### src/rvIsaPkg.sv
package rvIsaPkg;

	typedef logic [31:0] wordT;   // data or address word
	typedef logic [4:0]  regIdxT; // x0..x31
	typedef logic [2:0]  funct3T;
	typedef logic [6:0]  funct7T;

	// major opcodes of the supported subset
	typedef enum logic [6:0] {
		OP_LUI    = 7'b0110111,
		OP_AUIPC  = 7'b0010111,
		OP_JAL    = 7'b1101111,
		OP_JALR   = 7'b1100111,
		OP_BRANCH = 7'b1100011,
		OP_LOAD   = 7'b0000011,
		OP_STORE  = 7'b0100011,
		OP_IMM    = 7'b0010011,
		OP_OP     = 7'b0110011,
		OP_SYSTEM = 7'b1110011
	} opcodeT;

	localparam funct3T F3_JALR = 3'b000;

	localparam funct3T F3_BEQ  = 3'b000;
	localparam funct3T F3_BNE  = 3'b001;
	localparam funct3T F3_BLT  = 3'b100;
	localparam funct3T F3_BGE  = 3'b101;
	localparam funct3T F3_BLTU = 3'b110;
	localparam funct3T F3_BGEU = 3'b111;

	localparam funct3T F3_LB  = 3'b000;
	localparam funct3T F3_LH  = 3'b001;
	localparam funct3T F3_LW  = 3'b010;
	localparam funct3T F3_LBU = 3'b100;
	localparam funct3T F3_LHU = 3'b101;

	localparam funct3T F3_SB = 3'b000;
	localparam funct3T F3_SH = 3'b001;
	localparam funct3T F3_SW = 3'b010;

	// register and immediate ALU ops
	localparam funct3T F3_ADD  = 3'b000; // add, sub
	localparam funct3T F3_SLL  = 3'b001;
	localparam funct3T F3_SLT  = 3'b010;
	localparam funct3T F3_SLTU = 3'b011;
	localparam funct3T F3_XOR  = 3'b100;
	localparam funct3T F3_SR   = 3'b101; // srl, sra
	localparam funct3T F3_OR   = 3'b110;
	localparam funct3T F3_AND  = 3'b111;

	localparam funct7T F7_BASE = 7'b0000000;
	localparam funct7T F7_ALT  = 7'b0100000; // sub, sra, srai

	localparam wordT EBREAK_WORD = 32'h00100073;

endpackage

### src/regFile.sv
`timescale 1ns/1ps

module regFile (
	input  logic             clk,
	input  logic             arstN,
	input  rvIsaPkg::regIdxT rs1,
	input  rvIsaPkg::regIdxT rs2,
	output rvIsaPkg::wordT   rdata1,
	output rvIsaPkg::wordT   rdata2,
	input  logic             we,
	input  rvIsaPkg::regIdxT rd,
	input  rvIsaPkg::wordT   wdata
);

	rvIsaPkg::wordT regs [1:31]; // x0 has no storage

	always_ff @(posedge clk or negedge arstN) begin
		if (!arstN) begin
			for (int i = 1; i < 32; i++) begin
				regs[i] <= '0;
			end
		end else if (we && (rd != '0)) begin
			regs[rd] <= wdata;
		end
	end

	// x0 reads as zero
	assign rdata1 = (rs1 == '0) ? '0 : regs[rs1];
	assign rdata2 = (rs2 == '0) ? '0 : regs[rs2];

endmodule

### config.mk
export PLATFORM = sky130hd
export DESIGN_NAME = regFile
export DESIGN_NICKNAME = d
export VERILOG_FILES = /design/src/rvIsaPkg.sv /design/src/regFile.sv
export SDC_FILE = /design/constraint.sdc
export NUM_CORES = 2
export LEC_CHECK = 0
export BUFFER_PORTS_ARGS = -buffer_cell sky130_fd_sc_hd__buf_2
export CELL_PAD_IN_SITES_DETAIL_PLACEMENT = 0
export CELL_PAD_IN_SITES_GLOBAL_PLACEMENT = 2
export CORE_ASPECT_RATIO = 0.6
export CORE_MARGIN = 2
export CORE_UTILIZATION = 42
export CTS_BUF_LIST = sky130_fd_sc_hd__clkbuf_16
export DETAILED_ROUTE_END_ITERATION = 8
export PLACE_DENSITY_LB_ADDON = 0.15
export SLEW_MARGIN = 10
export SYNTH_ARGS = -nofsm -noshare
export SYNTH_HDL_FRONTEND = slang
export SYNTH_SLANG_ARGS = --single-unit
export TNS_END_PERCENT = 10
### constraint.sdc
create_clock -name clk -period 1.5 [get_ports clk]
set_input_delay 0.075 -clock clk [delete_from_list [all_inputs] [get_ports clk]]
set_output_delay 0.075 -clock clk [all_outputs]
set_load 0.1 [all_outputs]
* After elaboration in Yosys (flattened, before gate mapping)
Cells that the tools add are included.
** Operators by class
- Shifts and indexed selects :: 0
- Div/mod/pow operators :: 0
- Equal/unequal tests :: 0
- Magnitude comparators :: 4
- Add/sub/neg operators :: 0
- Muxes and demuxes :: 11
- Multipliers :: 0
- Reductions and logical operators :: 5
- Bitwise operators :: 3
** Operator list (count)
- 992-bit bitwise mux :: 1
- 32-bit binary-select mux with 5-bit select :: 2
- 32-bit two-way mux :: 7
- 32-bit demux with 5-bit select :: 1
- 6-bit >= comparator, second input constant :: 3
- 5-bit inverter with 6-bit output :: 3
- 5-bit logical NOT :: 2
- 6-bit by 1-bit < comparator with 1-bit output, second input constant :: 1
- 5-bit nonzero test :: 1
- 1-bit logical AND :: 2
** Word-level totals
- Flip-flop bits (word level) :: 992
- Logic and storage cells :: 54
- Input bits :: 50
- Bits in writable memories :: 0
- Latch bits :: 0
- Bits in read-only memories :: 0
- Memories kept :: 0

* Longest topological paths before layout
- Depth in word-level cells :: 6
- Depth in mapped cells :: 8
- Mapped depth without buffers :: 4

* Worst setup path before layout
No wires, ideal clock.
- Kind :: input to output
- Start :: in rs2[0]
- End :: out rdata2[4]
- Path buffers :: 3
- Stages on the path :: 7
- Required time :: 1.425 ns
- Setup slack :: -1.932 ns
- Data arrival time :: 3.357 ns
- Cell sequence :: buf_2 -> buf_4 -> buf_6 -> mux4_2 -> mux2i_1 -> a22o_1 -> a211oi_1
** Between the ends
- Cells in the longest elaborated chain, start to end :: 5
** Ends and longest elaborated chain
- from (decl) :: line regFile.sv:7 : input rvIsaPkg::regIdxT rs2,
- 5-bit inverter with 6-bit output (not written as such) :: line regFile.sv:29 : assign rdata2 = (rs2 == '0) ? '0 : regs[rs2];
- 32-bit binary-select mux with 5-bit select :: line regFile.sv:29
- 32-bit two-way mux (not written as such) (2 in series) :: line regFile.sv:29
- 32-bit two-way mux (*) :: line regFile.sv:29
- to (decl) :: line regFile.sv:9 : output rvIsaPkg::wordT rdata2,
Mark *: on every way between the ends. The rest lies on a longest branch, timed or not. The select of a mux whose other input is x is not followed.

* Worst setup path after layout
- Start :: reg regs[160] (netlist name)
- End :: out rdata1[0]
** Between the ends
- Cells in the longest elaborated chain, start to end :: 4
** Ends and longest elaborated chain
- from (decl) :: line regFile.sv:15 : rvIsaPkg::wordT regs [1:31];
- from (signal, indexed assignment) :: line regFile.sv:23 : regs[rd] <= wdata;
- 32-bit binary-select mux with 5-bit select :: line regFile.sv:28 : assign rdata1 = (rs1 == '0) ? '0 : regs[rs1];
- 32-bit two-way mux (not written as such) (2 in series) :: line regFile.sv:28
- 32-bit two-way mux :: line regFile.sv:28
- to (decl) :: line regFile.sv:8 : output rvIsaPkg::wordT rdata1,
Every way passes these cells. The select of a mux whose other input is x is not followed.

==> results.json <==
{
  "final_cell_mix": "mux2_2, dfrtp_1, buf_4",
  "min_period_ns": 2.62,
  "fp.dieH_um": 280,
  "grt-ovfl-total": 0,
  "cts_num_sinks": 992,
  "hold_class": "in -> reg",
  "crit_fanout": 3,
  "reg_top3": "regs x992",
  "io_pins": 114,
  "avgSynthCellArea_um2": 14.8,
  "violations": "negative setup slack",
  "fmax_mhz": 382,
  "core-area_um2": 126000,
  "start_util_pct": 42.3,
  "vias": 37900,
  "p_leak_nw": 30.1,
  "fillCellCount": 10300,
  "postRouteAntennaNets": 0,
  "grt_pass1_wl_mm": 295,
  "start_kind": "register",
  "largest_register_ff_count": 992,
  "drive_above_1_share_pct": 59.9,
  "worstHoldPathCells": 2,
  "slew_violations": 0,
  "reg2reg_depth": 2,
  "gr-usage-all-layers_pct": 31.4,
  "synth_seq_cells": 992,
  "hpwl_mm": 138,
  "path_class": "reg -> out",
  "post-place-ws_ns": -0.922,
  "ir_drop_mv": 0.964,
  "slew_headroom_pct": 52.7,
  "p_total_mw": 86.1,
  "drt_iter0_drc": 3455,
  "worst_pin_slew_ns": 0.704,
  "cp_cell_sequence": "mux4_2, mux2i_1, o22a_1, o211ai_1, buf_4, buf_12",
  "htreeDepth": 3,
  "hold_viol": 0,
  "tns_ns": -61.66,
  "clk_pin_slew_ns": 0.06,
  "max_stage_delay_ns": 0.52,
  "cap_violations": 0,
  "grt_antenna_before_repair": 19,
  "cts_buffers": 102,
  "routed_wl_mm": 204,
  "synthCells": 3612,
  "numPortBuffers": 113,
  "clock_latency_ns": 0.72,
  "chipWidth_um": 465,
  "first_global_vias": 40000,
  "first_pass_iters": 5,
  "fin_skew_ns": 0,
  "synth_flop_cell": "dfrtp_1",
  "seq_area_frac_synth_pct": 46.4,
  "wl_per_cell_um": 33.8,
  "layout_commonest_cell": "mux2_2",
  "synth_edf_count": 0,
  "regMostFlops": "regs",
  "critPathCaptureType": "output pin",
  "status": "complete, but fails checks",
  "rsz0062_at_grt": "true",
  "ys_async_sr_fraction_pct": 100,
  "p_per_area_nw_per_um2": 1280,
  "final_nets": 4305,
  "netlist_area_um2": 53500,
  "place_congestion": 0.877,
  "layout_setup_ws_ns": -1.12,
  "grt_max_degree": 99,
  "viasPerCell": 6.29,
  "ys_types": 46,
  "cpMaxStageDelayCell": "mux4_2",
  "rrSetupSlack_ns": 0.58,
  "yosysWarnings": 0,
  "die_area_um2": 130000,
  "cts_max_path_buffers": 3,
  "clockRootBuffer": "clkbuf_16",
  "cp.required_ns": 1.42,
  "drc": 0,
  "setup_viol": 64,
  "synth_fp_nets": 3662,
  "fin_crit_sh_pct": 175,
  "arrival_ns": 2.55,
  "fp-row-count": 101,
  "cts_tree": "done",
  "syn2layout_area_growth_pct": 26.2
}
-- per-layer routing --
metal | track usage (%) | part of all wire [%] | wire (um) | up-vias
met5 | 0 | 0.040 | 82 | -
met4 | 8.59 | 2.7 | 5580 | 12
met3 | 7.47 | 8.2 | 16700 | 362
met2 | 46.2 | 43 | 88200 | 1676
met1 | 46.3 | 46 | 93200 | 20600
li1 | - | - | - | 15300
-- report_power, final --
part	internal, mW	leakage (nW)	switching (mW)
clock	13.9	1.63	11.4
sequential	32.0	12.7	3.81
combinational	13.8	15.8	11.2
total	59.7	30.1	26.4
-- cells in the mapped netlist (33+ instances only) --
cell | number | area, um2
dfrtp_1 | 992 | 24800
a22oi_1 | 102 | 766
clkbuf_1 | 161 | 604
nor2_1 | 33 | 124
mux4_2 | 377 | 8490
nor2b_1 | 44 | 275
a221oi_1 | 43 | 377
buf_4 | 38 | 285
mux2i_1 | 267 | 2670
buf_2 | 162 | 811
mux2_2 | 1050 | 11800
-- repair_timing --
item / 4_1_cts / 5_1_grt
setup buffers: 0 / 0
pin swaps: 25 / 13
endpoints found under the setup margin: 64 / 64
gates resized for setup: 105 / 42
endpoints found under the hold margin: 1864 / 0
hold buffers: 32 / 0
-- worst paths after layout --
path	startpoint	to
setup reg to reg	regs[716]	regs[716]
setup / recovery	regs[160]	rdata1[0]
hold reg to reg	regs[796]	regs[796]
min in group asynchronous	arstN	regs[7]
hold / removal	wdata[27]	regs[731]
max in group asynchronous	arstN	regs[27]
-- critical path: cells and delay by family (launching register included) --
| family | cells | cell delay (ns) |
|---|---|---|
| mux | 2 | 0.75 |
| flops | 1 | 0.41 |
| buf+inv | 2 | 0.35 |
| compound gates | 2 | 0.31 |
-- stage by stage --
stage / utilization (%) / instance area (um2) / hold slack, ns / cells
after floorplan: - / 53800 / -0.221 / 3612
after global placement: 50.2 / 63400 / 0.246 / 5818
after detailed placement: 50.2 / 63400 / 0.247 / 5818
after CTS: 53.3 / 67300 / 0.00825 / 6030
after global routing: 53.4 / 67500 / 0.0476 / 6033
final: 53.4 / 67500 / 0.0466 / 6034
-- logic make-up (layout without fill, tap and decap cells) --
group | Yosys count | in the layout | synth area share [%]
buf+inv | 401 | 1120 | 3.66
mux | 1713 | 1713 | 43.4
simple gates | 203 | 203 | 2.05
compound gates | 303 | 303 | 4.51
other cells | 0 | 4 | 0
flops | 992 | 992 | 46.4
-- cell type report --
type | count | area, um2 | share of cell area, %
multi-input combinational | 2219 | 27400 | 40.6
antenna | 4 | 10.0 | 0.0148
tap | 1699 | 2130 | 3.15
clock inverter | 75 | 537 | 0.795
timing repair buffer | 931 | 9950 | 14.7
sequential | 992 | 24800 | 36.8
inverter | 9 | 36.3 | 0.0537
clock buffer | 105 | 2630 | 3.89
Note: power is estimated with default switching activity, not from simulation.
