### config.mk
export PLATFORM = sky130hd
export DESIGN_NAME = pcUnit
export DESIGN_NICKNAME = d
export VERILOG_FILES = /design/src/rvIsaPkg.sv /design/src/rvCtrlPkg.sv /design/src/pcUnit.sv
export SDC_FILE = /design/constraint.sdc
export NUM_CORES = 1
export LEC_CHECK = 0
export ABC_AREA = 1
export BUFFER_PORTS_ARGS = -buffer_cell sky130_fd_sc_hd__buf_4
export CAP_MARGIN = 15
export CORE_UTILIZATION = 35
export CTS_BUF_LIST = sky130_fd_sc_hd__clkbuf_4
export CTS_CLUSTER_SIZE = 8
export DETAILED_ROUTE_END_ITERATION = 10
export GPL_TIMING_DRIVEN = 0
export RECOVER_POWER = 50
export SYNTH_ARGS = -nofsm -noshare
export SYNTH_HDL_FRONTEND = slang
export SYNTH_SLANG_ARGS = --single-unit
### constraint.sdc
create_clock -name clk -period 2.8 [get_ports clk]
set_clock_uncertainty 0.2 [all_clocks]
set_input_delay 0.28 -clock clk [delete_from_list [all_inputs] [get_ports clk]]
set_output_delay 0.28 -clock clk [all_outputs]
set_load 0.01 [all_outputs]
### src/rvIsaPkg.sv
package rvIsaPkg;

	typedef logic [31:0] wordT;   // data or address word
	typedef logic [4:0]  regIdxT; // x0..x31
	typedef logic [2:0]  funct3T;
	typedef logic [6:0]  funct7T;

	// major opcodes of the supported subset
	typedef enum logic [6:0] {
		OP_LUI    = 7'b0110111,
		OP_AUIPC  = 7'b0010111,
		OP_JAL    = 7'b1101111,
		OP_JALR   = 7'b1100111,
		OP_BRANCH = 7'b1100011,
		OP_LOAD   = 7'b0000011,
		OP_STORE  = 7'b0100011,
		OP_IMM    = 7'b0010011,
		OP_OP     = 7'b0110011,
		OP_SYSTEM = 7'b1110011
	} opcodeT;

	localparam funct3T F3_JALR = 3'b000;

	localparam funct3T F3_BEQ  = 3'b000;
	localparam funct3T F3_BNE  = 3'b001;
	localparam funct3T F3_BLT  = 3'b100;
	localparam funct3T F3_BGE  = 3'b101;
	localparam funct3T F3_BLTU = 3'b110;
	localparam funct3T F3_BGEU = 3'b111;

	localparam funct3T F3_LB  = 3'b000;
	localparam funct3T F3_LH  = 3'b001;
	localparam funct3T F3_LW  = 3'b010;
	localparam funct3T F3_LBU = 3'b100;
	localparam funct3T F3_LHU = 3'b101;

	localparam funct3T F3_SB = 3'b000;
	localparam funct3T F3_SH = 3'b001;
	localparam funct3T F3_SW = 3'b010;

	// register and immediate ALU ops
	localparam funct3T F3_ADD  = 3'b000; // add, sub
	localparam funct3T F3_SLL  = 3'b001;
	localparam funct3T F3_SLT  = 3'b010;
	localparam funct3T F3_SLTU = 3'b011;
	localparam funct3T F3_XOR  = 3'b100;
	localparam funct3T F3_SR   = 3'b101; // srl, sra
	localparam funct3T F3_OR   = 3'b110;
	localparam funct3T F3_AND  = 3'b111;

	localparam funct7T F7_BASE = 7'b0000000;
	localparam funct7T F7_ALT  = 7'b0100000; // sub, sra, srai

	localparam wordT EBREAK_WORD = 32'h00100073;

endpackage

### src/rvCtrlPkg.sv
package rvCtrlPkg;

	typedef enum logic [3:0] {
		ALU_ADD,
		ALU_SUB,
		ALU_SLL,
		ALU_SLT,
		ALU_SLTU,
		ALU_XOR,
		ALU_SRL,
		ALU_SRA,
		ALU_OR,
		ALU_AND,
		ALU_PASS_B // lui
	} aluOpT;

	// writeback source
	typedef enum logic [1:0] {
		RES_ALU,
		RES_LOAD,
		RES_PC_PLUS4
	} resSrcT;

	typedef enum logic [1:0] {
		PC_SEQ,
		PC_BRANCH,
		PC_JAL,
		PC_JALR
	} pcSelT;

	typedef enum logic [1:0] {
		SIZE_BYTE,
		SIZE_HALF,
		SIZE_WORD
	} accessSizeT;

	typedef struct packed {
		aluOpT             aluOp;
		logic              srcAIsPc;     // auipc, jal
		logic              srcBIsImm;
		logic              regWrite;
		resSrcT            resSrc;
		logic              memRead;
		logic              memWrite;
		accessSizeT        size;
		logic              loadUnsigned; // lbu, lhu
		pcSelT             pcSel;
		rvIsaPkg::funct3T  branchFunct;
	} ctrlT;

	// does nothing, the decoder starts from here
	localparam ctrlT CTRL_NOP = '{
		aluOp:        ALU_ADD,
		srcAIsPc:     1'b0,
		srcBIsImm:    1'b0,
		regWrite:     1'b0,
		resSrc:       RES_ALU,
		memRead:      1'b0,
		memWrite:     1'b0,
		size:         SIZE_WORD,
		loadUnsigned: 1'b0,
		pcSel:        PC_SEQ,
		branchFunct:  3'b000
	};

	// one retired instruction
	typedef struct packed {
		rvIsaPkg::wordT   pc;
		logic             regWrite;
		rvIsaPkg::regIdxT rd;
		rvIsaPkg::wordT   wdata;
	} retireT;

endpackage

### src/pcUnit.sv
`timescale 1ns/1ps

module pcUnit #(
	parameter rvIsaPkg::wordT RESET_PC = 32'h80000000
) (
	input  logic            clk,
	input  logic            arstN,
	input  rvCtrlPkg::ctrlT ctrl,
	input  rvIsaPkg::wordT  imm,
	input  rvIsaPkg::wordT  aluResult,
	input  rvIsaPkg::wordT  rs1Data,
	input  logic            stop,
	output rvIsaPkg::wordT  pc,
	output rvIsaPkg::wordT  pcPlus4,
	output logic            halted
);

	rvIsaPkg::wordT nextPc;
	rvIsaPkg::wordT target;
	logic           cmpZero; // rs1 == rs2 after the subtract
	logic           cmpLess; // slt or sltu result
	logic           taken;

	assign cmpZero = (aluResult == '0);
	assign cmpLess = aluResult[0];

	always_comb begin
		case (ctrl.branchFunct)
			rvIsaPkg::F3_BEQ:                   taken = cmpZero;
			rvIsaPkg::F3_BNE:                   taken = ~cmpZero;
			rvIsaPkg::F3_BLT, rvIsaPkg::F3_BLTU: taken = cmpLess;
			rvIsaPkg::F3_BGE, rvIsaPkg::F3_BGEU: taken = ~cmpLess;
			default:                            taken = 1'b0;
		endcase
	end

	assign pcPlus4 = pc + 32'd4;
	assign target  = pc + imm; // branch and jal

	always_comb begin
		case (ctrl.pcSel)
			rvCtrlPkg::PC_BRANCH: nextPc = taken ? target : pcPlus4;
			rvCtrlPkg::PC_JAL:    nextPc = target;
			rvCtrlPkg::PC_JALR:   nextPc = (rs1Data + imm) & ~32'd1;
			default:              nextPc = pcPlus4;
		endcase
	end

	// halt is sticky until the next reset
	always_ff @(posedge clk or negedge arstN) begin
		if (!arstN) begin
			pc     <= RESET_PC;
			halted <= 1'b0;
		end else if (!halted) begin
			if (stop)
				halted <= 1'b1; // pc stays on the stopping word
			else
				pc <= nextPc;
		end
	end

endmodule

; ---- After elaboration in Yosys (flattened, before gate mapping)
; Cells that the tools add are included.
[totals]
register_bits = 33
inputBits = 118
output_inout_bits = 65
wordCells = 27
[classes]
addsub = 3
n_eq_ne = 8
muxes = 5
n_bitwise = 4
reduce_logical = 5
[ops]
columns = operator, count
row1 = 32-bit one-hot mux with 3 select lines, 1
row2 = 32-bit adder, 2
row3 = 32-bit by 3-bit adder with 32-bit output (second input constant), 1
row4 = 32-bit zero test, 1
row5 = 32-bit two-way mux, 1
row6 = 3-bit equality test (second input constant), 4
row7 = 2-bit equality test (second input constant), 2
row8 = 1-bit NOT, 4
row9 = 1-bit one-hot mux with 4 select lines, 1
row10 = 2-bit OR reduction, 2
row11 = 3-bit by 1-bit equality test with 1-bit output (second input constant), 1
row12 = 3-bit zero test, 1
row13 = 2-bit by 1-bit equality test with 1-bit output (second input constant), 1
row14 = 1-bit two-way mux, 2
row15 = 2-bit AND reduction, 1

; ---- Depth between registers and ports, before layout
[logic_depth]
ltp_word = 5
mapped_depth = 17
mapped_depth_nobuf = 17

; ---- Worst setup path before layout
; OpenSTA, ideal clock, no wires.
[synth_path]
path_type = register to register
startpoint = reg pc[0]
endpoint = reg pc[30]
setup_time_ns = 0.117
arrival_time_ns = 1.984
required_ns = 2.483
path_slack_ns = 0.499
path_stages_with_launch = 18
path_buffers = 0
synth_period_minus_slack_ns = 2.301
cell_sequence = dfrtp_1 ha_1 inv_1 fa_1 inv_1 nand3_1 nand3_1 nand2_1 nand2_1 nand2_1 nand2_1 nand2_1 nand2_1 nand2_1 nand3_1 nand2_1 nor2_1 nor2_1
[synth_between]
elab_chain_cells = 3
word_cells_on_any_way = 4
cone_classes = add/sub (2) / mux (2)
[synth_rtl]
columns = element, line_no
row1 = start: declaration, pcUnit.sv:13  ; output rvIsaPkg::wordT pc,
row2 = start signal: assignment, pcUnit.sv:58  ; pc <= nextPc;
row3 = 32-bit by 3-bit adder with 32-bit output / 32-bit adder (equally long branches), "pcUnit.sv:37, pcUnit.sv:38"
row4 = 32-bit two-way mux, pcUnit.sv:42  ; rvCtrlPkg::PC_BRANCH: nextPc = taken ? target : pcPlus4;
row5 = 32-bit one-hot mux with 3 select lines *, pcUnit.sv:41  ; case (ctrl.pcSel)
; Mark *: on every way between the ends. The rest lies on a longest branch, timed or not.
; A chain may end at the register's enable or synchronous reset.

; ---- Worst setup path after layout
[layout_path]
startpoint = reg pc[0]
endpoint = reg pc[14]
; Same word-level chain as after synthesis.

==> metrics.yaml <==
global_routing:
  grt_start_max_net_pins: 34
  via_count_of_the_first_global_routing_pass: 9070
  initial_antenna_violation_count: 0
  wire_length_of_the_first_global_routing_pass_microns: 45900
  global_route.usage.total_pct: 26.4
  grt.overflow.total: 0
yosys:
  post_synth_num_cell_types: 43
  yosysTopAreaCell: "sky130_fd_sc_hd__nand2_1"
  yosysTopAreaCellShare_pct: 30.5
  synth.avg_cell_area_sq_um: 5.08
  async_reset_ff_share_pct: 100
  synth_warnings: 0
  synth_top_cells_by_area: "sky130_fd_sc_hd__nand2_1 (31%), sky130_fd_sc_hd__inv_1 (13%), sky130_fd_sc_hd__dfrtp_1 (10%)"
  count_of_flip_flops_with_a_built_in_enable_after_synthesis: 0
  sequential_share_of_the_synthesized_area_pct: 10.6
  synth-seq-cells: 33
  synthFlopType: "sky130_fd_sc_hd__dfrtp_1"
  synthesis.nets: 1718
  synth_cells: 1536
  post_synthesis_cell_area_sq_um: 7800
critical_path:
  setup.worst_path.class: "reg2reg"
  crit_buf_inv: 3
  reg2reg_end: "pc[14]"
  required_ns: 2.87
  critPathMostFrequentCell: "sky130_fd_sc_hd__nand2_1"
  regToRegSetupSlack_ns: 0.17
  reg2reg_depth: 17
  crit_slowest_cell: "sky130_fd_sc_hd__dfrtp_1"
  crit_arrival_ns: 2.69
  regToRegStartpoint: "pc[0]"
  critical_path.max_stage_delay_ns: 0.42
  path_max_fanout: 5
  crit_chain: "ha_4 -> inv_1 -> fa_1 -> inv_1 -> nand3_1 -> nand3_4 -> nand2_1 -> nand2_2 -> nand2_1 -> nand2_1 -> nand2_1 -> nand3_1 -> o21ai_1 -> inv_1 -> nand3_1 -> nand2_1 -> nand2_1"
  setup.worst_path.end_class: "flop"
  critPathTopFamily: "simple AND/OR/NAND/NOR gates"
  startpoint_type: "flop"
floorplan:
  initial_utilization_pct: 35.8
  io_pins: 183
  die_height_microns: 151
  die-area_sq_um: 22900
  die_w_microns: 151
  core_area_sq_um: 21800
  rows: 54
sta:
  final_period_minus_worst_setup_slack_ns: 2.63
  finalHoldViolCount: 0
  final_max_slew_viol_count: 0
  post_route_clock_period_utilization_pct: 93.8
  relSlewSlack_pct: 40.0
  worst_hold_slack_ns: 0.110
  max_clock_freq_mhz: 381
  worst_pin_slew_ns: 0.899
  rsz_0062_raised_after_global_routing: "false"
  setup-violations-final: 0
  final_critical_path_setup_slack_ns: 0.173
clocking:
  clock_sinks: 33
  tritoncts_clock_tree: "built"
  clkSlewWorstSetupHoldPaths_ns: 0.13
  clockBufferDepth: 2
  clockRootBuffer: "sky130_fd_sc_hd__clkbuf_4"
  worstSkewPairLatency_ns: 0.36
  numCtsBuffers: 5
  cts-htree-levels: 2
worst_hold_path:
  holdCritStartpoint: "imm[0]"
  worstHoldPathCells: 4
  hold_endpoint: "pc[0]"
  worst_hold_path_type: "in2reg"
placed_design:
  place.detailed.hpwl_microns: 26200
  gp_routability_congestion: 1.00
  cell_count_post_placement: 1984
  detailedPlace.worstSlack_ns: -0.0122
  numPortBuffers: 168
status:
  run_status: "finished clean"
power:
  report.power.total_mw: 3.67
  irDropWorstVdd_uv: 212
  p_leak_nw: 5.54
  power-per-cell-area_nw_per_um2: 384
finish:
  final_core_util_pct: 43.8
  final_layout_size_suffix_gt1_share_pct: 12.4
  layout.nets: 1901
  layout-area-overhead-vs-synth_pct: 22.5
  antenna_cells: 0
  fillCellCount: 2524
  fin_cells: 2000
drt:
  drt-vias-per-instance: 4.97
  post_drt_wl_per_cell_microns: 15.1
  antenna_violating_nets_post_route: 0
  remaining_drc_errors: 0
  dr_pass1_iterations: 5
  detail_route.wirelength_microns: 30200
  dr.first_iter.drc_count: 640
  dr_total_vias: 9942
job:
  number_of_max_capacitance_violations_reported: 0
area by class of cell:
class	instances	area, sq um	share of cell area (%)
clock buffers	6	45.0	0.471
flip-flops and latches	33	837	8.76
well taps	280	350	3.66
multi-input cells	1220	5960	62.4
plain buffers	19	95.1	0.995
inverters	264	991	10.4
clock inverters	2	33.8	0.353
repair buffers	176	1250	13.0
cell usage after synthesis, drive strengths merged, types with 3 or more instances:
cell    instances
nor2          198
nand3         115
and2            3
nor3           21
o21bai          5
inv           263
nand2         637
buf             8
xor2           20
dfrtp          32
a21oi          52
nand3b         23
ha             62
xnor2           8
o21ai          28
nand4          29
clkbuf         11
or2             5
cells by family (layout without fill, tap and decap cells):
family	count (synthesis)	count (layout)	synth area share, %
AND/OR/NAND/NOR	1036	1036	55.3
buffers and inverters	283	467	13.9
AO/OA/AOI/OAI	92	92	6.44
flip-flops	33	33	10.6
adder cells (fa/ha/maj)	64	64	10.5
XOR/XNOR	28	28	3.33
timing repair:
item,4_1_cts,5_1_grt
hold buffers,1,0
setup endpoints to repair,5,17
hold endpoints to repair,32,0
resized for setup,4,20
buffers inserted,0,7
pin swaps,0,1
metrics by stage:
| stage | setup TNS (ns) | instance area, sq um |
|---|---|---|
| 3_3_place_gp | 0 | 9420 |
| 5_1_grt | 0 | 9560 |
| 3_5_place_dp | -0.0122 | 9420 |
| 2_1_floorplan | 0 | 7800 |
| 4_1_cts | 0 | 9520 |
| 6_report | 0 | 9560 |
state kept, by name (all words and copies together) (netlist names):
signal and count:
pc 32, halted 1
cell usage in the layout, fill, tap and decap left out, types with 5 or more instances in the layout:
| cell type | instances |
|---|---|
| sky130_fd_sc_hd__clkbuf_4 | 8 |
| sky130_fd_sc_hd__ha_1 | 57 |
| sky130_fd_sc_hd__dfrtp_2 | 8 |
| sky130_fd_sc_hd__nand2_1 | 633 |
| sky130_fd_sc_hd__nand3_1 | 109 |
| sky130_fd_sc_hd__clkbuf_1 | 31 |
| sky130_fd_sc_hd__o21ai_0 | 23 |
| sky130_fd_sc_hd__nor2_2 | 5 |
| sky130_fd_sc_hd__dfrtp_1 | 24 |
| sky130_fd_sc_hd__nor2_1 | 191 |
| sky130_fd_sc_hd__o21bai_1 | 5 |
| sky130_fd_sc_hd__nor3_1 | 18 |
| sky130_fd_sc_hd__a21oi_1 | 52 |
| sky130_fd_sc_hd__xor2_1 | 20 |
| sky130_fd_sc_hd__xnor2_1 | 6 |
| sky130_fd_sc_hd__inv_1 | 261 |
| sky130_fd_sc_hd__buf_4 | 155 |
| sky130_fd_sc_hd__or2_2 | 5 |
| sky130_fd_sc_hd__nand3b_1 | 23 |
| sky130_fd_sc_hd__nand4_1 | 29 |
where the power goes:
part | switching, mW | internal (mW) | total (mW)
clock | 0.186 | 0.196 | 0.381
combinational | 1.57 | 0.973 | 2.54
sequential | 0.191 | 0.555 | 0.747
worst max path at each step:
stage,startpoint,end,slack (ns),depth (start not counted)
global placement,pc[0],pc[14],0.04,17
global route,pc[0],pc[30],0.001,17
CTS,pc[2],pcPlus4[24],0.01,10
detailed placement,pc[0],pc[14],-0.01,17
floorplan,pc[0],pc[30],0.50,17
finish,pc[0],pc[14],0.17,17
worst register-to-register path: stages (launching register included):
cell,delay [ns]
sky130_fd_sc_hd__dfrtp_1,0.42
sky130_fd_sc_hd__ha_4,0.16
sky130_fd_sc_hd__inv_1,0.05
sky130_fd_sc_hd__fa_1,0.40
sky130_fd_sc_hd__inv_1,0.10
sky130_fd_sc_hd__nand3_1,0.12
sky130_fd_sc_hd__nand3_4,0.13
sky130_fd_sc_hd__nand2_1,0.07
sky130_fd_sc_hd__nand2_2,0.11
sky130_fd_sc_hd__nand2_1,0.08
sky130_fd_sc_hd__nand2_1,0.13
sky130_fd_sc_hd__nand2_1,0.09
sky130_fd_sc_hd__nand3_1,0.07
sky130_fd_sc_hd__o21ai_1,0.14
sky130_fd_sc_hd__inv_1,0.09
sky130_fd_sc_hd__nand3_1,0.06
sky130_fd_sc_hd__nand2_1,0.06
sky130_fd_sc_hd__nand2_1,0.05
metal layers:
layer  part of all wire (%)  track usage, %  vias up
met5                      0               0        -
met1                     46            36.5     4437
met3                    6.7            1.48       48
li1                       -               -     5122
met2                     44            43.6      335
met4                    3.1            8.65        0
Power figures use the tool's default switching activity.
