<file path="config.mk">
export PLATFORM = sky130hd
export DESIGN_NAME = decoder
export DESIGN_NICKNAME = d
export VERILOG_FILES = /design/src/rvIsaPkg.sv /design/src/rvCtrlPkg.sv /design/src/decoder.sv
export SDC_FILE = /design/constraint.sdc
export NUM_CORES = 1
export LEC_CHECK = 0
export BUFFER_PORTS_ARGS = -buffer_cell sky130_fd_sc_hd__buf_4
export CAP_MARGIN = 5
export CELL_PAD_IN_SITES_DETAIL_PLACEMENT = 1
export CELL_PAD_IN_SITES_GLOBAL_PLACEMENT = 2
export CORE_MARGIN = 4
export CORE_UTILIZATION = 15
export DETAILED_ROUTE_END_ITERATION = 6
export PLACE_DENSITY_LB_ADDON = 0.1
export SLEW_MARGIN = 20
export SYNTH_ARGS = -nofsm -noshare
export SYNTH_HDL_FRONTEND = slang
export SYNTH_SLANG_ARGS = --single-unit
</file>
<file path="constraint.sdc">
create_clock -name vclk -period 1.24
set_input_delay 0.124 -clock vclk [all_inputs]
set_output_delay 0.124 -clock vclk [all_outputs]
set_load 0.01 [all_outputs]
</file>
<file path="src/rvIsaPkg.sv">
package rvIsaPkg;

	typedef logic [31:0] wordT;   // data or address word
	typedef logic [4:0]  regIdxT; // x0..x31
	typedef logic [2:0]  funct3T;
	typedef logic [6:0]  funct7T;

	// major opcodes of the supported subset
	typedef enum logic [6:0] {
		OP_LUI    = 7'b0110111,
		OP_AUIPC  = 7'b0010111,
		OP_JAL    = 7'b1101111,
		OP_JALR   = 7'b1100111,
		OP_BRANCH = 7'b1100011,
		OP_LOAD   = 7'b0000011,
		OP_STORE  = 7'b0100011,
		OP_IMM    = 7'b0010011,
		OP_OP     = 7'b0110011,
		OP_SYSTEM = 7'b1110011
	} opcodeT;

	localparam funct3T F3_JALR = 3'b000;

	localparam funct3T F3_BEQ  = 3'b000;
	localparam funct3T F3_BNE  = 3'b001;
	localparam funct3T F3_BLT  = 3'b100;
	localparam funct3T F3_BGE  = 3'b101;
	localparam funct3T F3_BLTU = 3'b110;
	localparam funct3T F3_BGEU = 3'b111;

	localparam funct3T F3_LB  = 3'b000;
	localparam funct3T F3_LH  = 3'b001;
	localparam funct3T F3_LW  = 3'b010;
	localparam funct3T F3_LBU = 3'b100;
	localparam funct3T F3_LHU = 3'b101;

	localparam funct3T F3_SB = 3'b000;
	localparam funct3T F3_SH = 3'b001;
	localparam funct3T F3_SW = 3'b010;

	// register and immediate ALU ops
	localparam funct3T F3_ADD  = 3'b000; // add, sub
	localparam funct3T F3_SLL  = 3'b001;
	localparam funct3T F3_SLT  = 3'b010;
	localparam funct3T F3_SLTU = 3'b011;
	localparam funct3T F3_XOR  = 3'b100;
	localparam funct3T F3_SR   = 3'b101; // srl, sra
	localparam funct3T F3_OR   = 3'b110;
	localparam funct3T F3_AND  = 3'b111;

	localparam funct7T F7_BASE = 7'b0000000;
	localparam funct7T F7_ALT  = 7'b0100000; // sub, sra, srai

	localparam wordT EBREAK_WORD = 32'h00100073;

endpackage

</file>
<file path="src/rvCtrlPkg.sv">
package rvCtrlPkg;

	typedef enum logic [3:0] {
		ALU_ADD,
		ALU_SUB,
		ALU_SLL,
		ALU_SLT,
		ALU_SLTU,
		ALU_XOR,
		ALU_SRL,
		ALU_SRA,
		ALU_OR,
		ALU_AND,
		ALU_PASS_B // lui
	} aluOpT;

	// writeback source
	typedef enum logic [1:0] {
		RES_ALU,
		RES_LOAD,
		RES_PC_PLUS4
	} resSrcT;

	typedef enum logic [1:0] {
		PC_SEQ,
		PC_BRANCH,
		PC_JAL,
		PC_JALR
	} pcSelT;

	typedef enum logic [1:0] {
		SIZE_BYTE,
		SIZE_HALF,
		SIZE_WORD
	} accessSizeT;

	typedef struct packed {
		aluOpT             aluOp;
		logic              srcAIsPc;     // auipc, jal
		logic              srcBIsImm;
		logic              regWrite;
		resSrcT            resSrc;
		logic              memRead;
		logic              memWrite;
		accessSizeT        size;
		logic              loadUnsigned; // lbu, lhu
		pcSelT             pcSel;
		rvIsaPkg::funct3T  branchFunct;
	} ctrlT;

	// does nothing, the decoder starts from here
	localparam ctrlT CTRL_NOP = '{
		aluOp:        ALU_ADD,
		srcAIsPc:     1'b0,
		srcBIsImm:    1'b0,
		regWrite:     1'b0,
		resSrc:       RES_ALU,
		memRead:      1'b0,
		memWrite:     1'b0,
		size:         SIZE_WORD,
		loadUnsigned: 1'b0,
		pcSel:        PC_SEQ,
		branchFunct:  3'b000
	};

	// one retired instruction
	typedef struct packed {
		rvIsaPkg::wordT   pc;
		logic             regWrite;
		rvIsaPkg::regIdxT rd;
		rvIsaPkg::wordT   wdata;
	} retireT;

endpackage

</file>
<file path="src/decoder.sv">
`timescale 1ns/1ps

module decoder (
	input  rvIsaPkg::wordT   inst,
	output rvCtrlPkg::ctrlT  ctrl,
	output rvIsaPkg::wordT   imm,
	output rvIsaPkg::regIdxT rs1,
	output rvIsaPkg::regIdxT rs2,
	output rvIsaPkg::regIdxT rd,
	output logic             invalid,
	output logic             ebreak
);

	rvIsaPkg::opcodeT opcode;
	rvIsaPkg::funct3T funct3;
	rvIsaPkg::funct7T funct7;
	rvIsaPkg::wordT   immI, immS, immB, immU, immJ;
	logic             legal;

	// funct3 plus the alternate bit to an ALU function
	function automatic rvCtrlPkg::aluOpT aluOpFor(input rvIsaPkg::funct3T f3, input logic alt);
		case (f3)
			rvIsaPkg::F3_ADD:  aluOpFor = alt ? rvCtrlPkg::ALU_SUB : rvCtrlPkg::ALU_ADD;
			rvIsaPkg::F3_SLL:  aluOpFor = rvCtrlPkg::ALU_SLL;
			rvIsaPkg::F3_SLT:  aluOpFor = rvCtrlPkg::ALU_SLT;
			rvIsaPkg::F3_SLTU: aluOpFor = rvCtrlPkg::ALU_SLTU;
			rvIsaPkg::F3_XOR:  aluOpFor = rvCtrlPkg::ALU_XOR;
			rvIsaPkg::F3_SR:   aluOpFor = alt ? rvCtrlPkg::ALU_SRA : rvCtrlPkg::ALU_SRL;
			rvIsaPkg::F3_OR:   aluOpFor = rvCtrlPkg::ALU_OR;
			rvIsaPkg::F3_AND:  aluOpFor = rvCtrlPkg::ALU_AND;
			default:           aluOpFor = rvCtrlPkg::ALU_ADD;
		endcase
	endfunction

	assign opcode = rvIsaPkg::opcodeT'(inst[6:0]);
	assign funct3 = inst[14:12];
	assign funct7 = inst[31:25];
	assign rd     = inst[11:7];
	assign rs1    = inst[19:15];
	assign rs2    = inst[24:20];

	assign immI = {{20{inst[31]}}, inst[31:20]};
	assign immS = {{20{inst[31]}}, inst[31:25], inst[11:7]};
	assign immB = {{20{inst[31]}}, inst[7], inst[30:25], inst[11:8], 1'b0};
	assign immU = {inst[31:12], 12'b0};
	assign immJ = {{12{inst[31]}}, inst[19:12], inst[20], inst[30:21], 1'b0};

	assign ebreak  = (inst == rvIsaPkg::EBREAK_WORD); // exact word only
	assign invalid = ~legal;

	always_comb begin
		ctrl  = rvCtrlPkg::CTRL_NOP;
		imm   = '0;
		legal = 1'b0;
		case (opcode)
			rvIsaPkg::OP_LUI: begin
				legal          = 1'b1;
				imm            = immU;
				ctrl.aluOp     = rvCtrlPkg::ALU_PASS_B;
				ctrl.srcBIsImm = 1'b1;
				ctrl.regWrite  = 1'b1;
			end
			rvIsaPkg::OP_AUIPC: begin
				legal          = 1'b1;
				imm            = immU;
				ctrl.srcAIsPc  = 1'b1;
				ctrl.srcBIsImm = 1'b1;
				ctrl.regWrite  = 1'b1;
			end
			rvIsaPkg::OP_JAL: begin
				legal          = 1'b1;
				imm            = immJ;
				ctrl.srcAIsPc  = 1'b1;
				ctrl.srcBIsImm = 1'b1;
				ctrl.regWrite  = 1'b1;
				ctrl.resSrc    = rvCtrlPkg::RES_PC_PLUS4; // link
				ctrl.pcSel     = rvCtrlPkg::PC_JAL;
			end
			rvIsaPkg::OP_JALR: begin
				legal          = (funct3 == rvIsaPkg::F3_JALR);
				imm            = immI;
				ctrl.srcBIsImm = 1'b1;
				ctrl.regWrite  = 1'b1;
				ctrl.resSrc    = rvCtrlPkg::RES_PC_PLUS4;
				ctrl.pcSel     = rvCtrlPkg::PC_JALR;
			end
			rvIsaPkg::OP_BRANCH: begin
				legal            = (funct3 != 3'b010) && (funct3 != 3'b011);
				imm              = immB;
				ctrl.pcSel       = rvCtrlPkg::PC_BRANCH;
				ctrl.branchFunct = funct3;
				// beq/bne compare by subtraction, the rest by set-less-than
				if (!funct3[2])
					ctrl.aluOp = rvCtrlPkg::ALU_SUB;
				else if (funct3[1])
					ctrl.aluOp = rvCtrlPkg::ALU_SLTU;
				else
					ctrl.aluOp = rvCtrlPkg::ALU_SLT;
			end
			rvIsaPkg::OP_LOAD: begin
				legal = funct3 inside {rvIsaPkg::F3_LB, rvIsaPkg::F3_LH, rvIsaPkg::F3_LW,
					rvIsaPkg::F3_LBU, rvIsaPkg::F3_LHU};
				imm               = immI;
				ctrl.srcBIsImm    = 1'b1;
				ctrl.regWrite     = 1'b1;
				ctrl.resSrc       = rvCtrlPkg::RES_LOAD;
				ctrl.memRead      = 1'b1;
				ctrl.loadUnsigned = funct3[2];
				case (funct3[1:0])
					2'b00:   ctrl.size = rvCtrlPkg::SIZE_BYTE;
					2'b01:   ctrl.size = rvCtrlPkg::SIZE_HALF;
					default: ctrl.size = rvCtrlPkg::SIZE_WORD;
				endcase
			end
			rvIsaPkg::OP_STORE: begin
				legal = funct3 inside {rvIsaPkg::F3_SB, rvIsaPkg::F3_SH, rvIsaPkg::F3_SW};
				imm            = immS;
				ctrl.srcBIsImm = 1'b1;
				ctrl.memWrite  = 1'b1;
				case (funct3[1:0])
					2'b00:   ctrl.size = rvCtrlPkg::SIZE_BYTE;
					2'b01:   ctrl.size = rvCtrlPkg::SIZE_HALF;
					default: ctrl.size = rvCtrlPkg::SIZE_WORD;
				endcase
			end
			rvIsaPkg::OP_IMM: begin
				imm            = immI;
				ctrl.srcBIsImm = 1'b1;
				ctrl.regWrite  = 1'b1;
				// only srai uses the alternate bit, addi has no subtract form
				ctrl.aluOp = aluOpFor(funct3, (funct3 == rvIsaPkg::F3_SR) && funct7[5]);
				case (funct3)
					rvIsaPkg::F3_SLL: legal = (funct7 == rvIsaPkg::F7_BASE);
					rvIsaPkg::F3_SR:  legal = (funct7 == rvIsaPkg::F7_BASE) ||
						(funct7 == rvIsaPkg::F7_ALT);
					default:          legal = 1'b1;
				endcase
			end
			rvIsaPkg::OP_OP: begin
				ctrl.regWrite = 1'b1;
				ctrl.aluOp    = aluOpFor(funct3, funct7[5]);
				legal = (funct7 == rvIsaPkg::F7_BASE) || ((funct7 == rvIsaPkg::F7_ALT) &&
					(funct3 inside {rvIsaPkg::F3_ADD, rvIsaPkg::F3_SR}));
			end
			rvIsaPkg::OP_SYSTEM: legal = ebreak; // no csr, no ecall
			default: legal = 1'b0;
		endcase
	end

endmodule

</file>
---- Word level (Yosys, flattened, before mapping) ----
Index checks and enable logic that the tools add are counted.
word-level totals
  flip-flop bits (word level) ............. 0
  word-level logic and storage cells ...... 65
  output and inout port bits .............. 68
operators by class
  mux-type cells .......................... 23
  equality and inequality tests ........... 22
  reductions and logical operators ........ 19
  bitwise gates (word level) .............. 1
operators by type and width
  operator                                                number
  case mux 32 bit (5 select lines)                        1
  case mux 4 bit (8 select lines)                         2
  equality test 32 x 21 -> 1 bit (second input constant)  1
  equality test 7 x 6 -> 1 bit (second input constant)    4
  equality test 7 bit (second input constant)             4
  case mux 4 bit (4 select lines)                         1
  equality test 7 x 5 -> 1 bit (second input constant)    2
  OR reduction 7 bit                                      2
  equality test 3 bit (second input constant)             4
  2-to-1 mux 1 bit                                        10
  case mux 1 bit (8 select lines)                         1
  case mux 2 bit (2 select lines)                         2
  OR reduction 2 bit                                      4
  equality test 7 x 2 -> 1 bit (second input constant)    1
  zero test 7 bit                                         1
  equality test 3 x 2 -> 1 bit (second input constant)    2
  2-to-1 mux 3 bit                                        2
  inequality test 3 x 2 -> 1 bit (second input constant)  2
  case mux 2 bit (3 select lines)                         1
  OR reduction 3 bit                                      2
  nonzero test 5 bit                                      1
  2-to-1 mux 4 bit                                        1
  equality test 3 x 1 -> 1 bit (second input constant)    1
  logical AND 1 bit                                       3
  9 further kinds                                         10

---- Longest topological paths before layout ----
  word-level depth ........................ 6
  gate-level depth with buffers ........... 6
  mapped depth without buffers ............ 4

---- Least setup slack after synthesis ----
OpenSTA, ideal clock, no wires.
  path kind ............................... input to output
  from .................................... in inst[3]
  to ...................................... out invalid
  slack ................................... -0.160 ns
  stages on the path ...................... 5
  arrival time ............................ 1.276 ns
  path through ............................ and3b_1 > buf_2 > nand3_1 > nor4_1 > nor4_1
RTL lines
  item                             RTL line       RTL
  from (decl)                      decoder.sv:4   input rvIsaPkg::wordT inst,
  equality test 32 x 21 -> 1 bit   decoder.sv:48  assign ebreak = (inst == rvIsaPkg::EBREAK_WORD);
  net ebreak                       decoder.sv:11  output logic ebreak
  case mux 1 bit (8 select lines)  decoder.sv:55  case (opcode)
  NOT 1 bit                        decoder.sv:49  assign invalid = ~legal;
  to (decl)                        decoder.sv:10  output logic invalid,
The timed path passes the listed nets, and every way through them passes these cells.

---- Worst setup path in the final report ----
  from .................................... in inst[4]
  to ...................................... out imm[28]
between the ends
  longest elaborated chain between the ends .. 3
ends and longest elaborated chain
  item                                                                       RTL line       RTL
  equality test 7 x 5 -> 1 bit, or another cell as far along                 decoder.sv:55
  OR reduction 3 bit (no source line) or OR reduction 2 bit (tied branches)  --
  case mux 32 bit (5 select lines) (*)                                       decoder.sv:55
  to (decl)                                                                  decoder.sv:6   output rvIsaPkg::wordT imm,
Every way passes the cells marked *; elsewhere a longest branch is shown, timed or not.

==> metrics.txt <==
status=complete, but fails checks; violations in the final reports=setup timing; GR Util met3=2.75%; PwrDens=230 nW/um2; grt ovf=0; delay-heaviest family, CP=buffers and inverters; Worst VDD drop=0.0793 mV; Die Ht=90.0 um; fin crit period=1.46 ns; die area=8100 um2; Total Power=0.634 mW; number of global-route vias before repair=2016; port bufs=100; Worst EP arrival=1.33 ns; core area=6420 um2; num rows=29; sequential cells=0; register area=0 um2; Syn Nets=177; GR Util All Layers=15.2%; Mapped Area=1010 um2; mean number of vias per cell=4.65; Gate power share=100.0%; Final #Nets=324; CP Capture Type=primary output; busiest grt layer=met2; final-layout fill cell count=749; WP buf/inv=4; initial antenna violation count=0; detailed-route via count=1707; fraction of layout cells with a size suffix above 1=75.5%; design area=2750 um2; Worst Tran Pin Value=0.417 ns; Switching Share=44.5%; post-synthesis sequential area ratio=0%; Finish-stage setup viols=48; Slew HR=71.9%; CP max FO=6; P_int=0.352 mW; Area Overhead vs Synth=173%; slowest CP cell=nand4b_1; DIE WIDTH=90.0 um; Inserted Diodes=0; Initial Util=15.7%; Worst Slack Setup Final=-0.217 ns; CP cell instances=buf_8 > nand4b_1 > buf_4 > o32ai_4 > buf_12 > o21a_4 > a21o_1 > buf_6; Max-cap violations=0; gpl congestion=0.797; Reg power frac=0%; final wirelength=6490 um; DRT Pass-1 Iters=4; max incr delay on CP=0.24 ns; fmax=686 MHz; Hold Violations, Final=0; met1 Track Usage GR=17.1%; first-pass GRT wire length=10600 um; Clock power frac=0%; placed instance area=2140 um2; CP Launch Type=primary input; largest net degree at the start of global routing=12; DR iter-0 viols=29; Hold Crit Class=in -> out; Pleak=1.47 nW; Final Slew Violations=0; Worst Path Required=1.12 ns; # clk buffers=0; WL per Instance=17.7 um; Avg Inst Size Synth=6.95 um2; Place WS=-0.388 ns; CP Class=in -> out; RSZ-0062 raised after global routing=true; DRT antenna net count=0; final core utilization=42.8%; Post-Syn Instances=145; met2 global-route usage=30.8%; Multi-input gate area=1140 um2; Synth Warn #=0; period utilisation layout=118%; drc violations=0; io pins=100; NetSw=0.282 mW; Distinct cells, synth=51; hpwl dp=5070 um
[final timing paths]
| kind | startpoint | to | cells past startpoint |
|---|---|---|---|
| setup / recovery | inst[4] | imm[28] | 8 |
| hold / removal | inst[8] | rd[1] | 2 |
[routing by layer]
metal / vias to the layer above / part of all wire (%)
met3: 6 / 5.6
met2: 54 / 55
met5: - / 0
li1: 834 / -
met1: 813 / 38
met4: 0 / 1.0
[cell usage after synthesis, types with 2 or more instances]
master	instances	area, um2
a21o_1	20	150
buf_4	16	120
nor2_1	10	37.5
nor2b_1	10	62.6
nand2_1	8	30.0
nor4_1	8	50.1
clkbuf_1	5	18.8
a22o_1	4	35.0
o21ai_0	4	20.0
and2_1	3	18.8
and3_1	3	18.8
inv_1	3	11.3
nand2b_1	3	18.8
nand3_1	3	15.0
nand4_1	3	18.8
buf_2	2	10.0
buf_6	2	22.5
nand3b_1	2	15.0
nor3_1	2	10.0
nor3_2	2	20.0
nor4b_1	2	17.5
[timing repair]
item                                    in CTS  in global routing
gates resized for setup                     75                 30
gates cloned                                 2                  0
hold buffers                                 0                  0
buffers inserted                            10                  5
pin swaps                                   33                 19
endpoints found under the setup margin      51                 50
[area by class of cell]
cell class	instances	share of cell area [%]
inverter	3	0.409
multi-input combinational	118	41.6
tap	77	3.50
timing repair buffer	169	54.5
[power groups by stage]
stage          sequential (mW)  clock, mW  combinational (mW)
6_report                     0          0               0.634
5_1_grt                      0          0               0.680
4_1_cts                      0          0               0.606
3_5_place_dp                 0          0               0.503
3_3_place_gp                 0          0               0.499
2_1_floorplan                0          0               0.197
[cells in the final DEF (no fill, tap or decap), types with 4 or more instances in the layout]
cell type	instances
nor4_4	4
nor2b_1	8
nor2_1	5
buf_4	129
nor2_4	5
a22o_1	4
buf_6	30
buf_12	5
a21o_1	20
nand2_1	5
buf_8	4
[cells by family after synthesis]
family	Yosys count	synth area share, %
AND/OR/NAND/NOR	69	42.4
multiplexers	2	2.11
buffers and inverters	28	18.1
AO/OA/AOI/OAI	46	37.3
[stage by stage]
step	std cells	hold slack, ns	TNS [ns]
after floorplan	145	0.340	-1.82
after global placement	354	0.461	-12.09
after detailed placement	354	0.465	-13.23
after CTS	365	0.464	-7.51
after global routing	367	0.470	-10.95
final	367	0.466	-7.57
No activity file was read; power rests on OpenSTA's default activity.
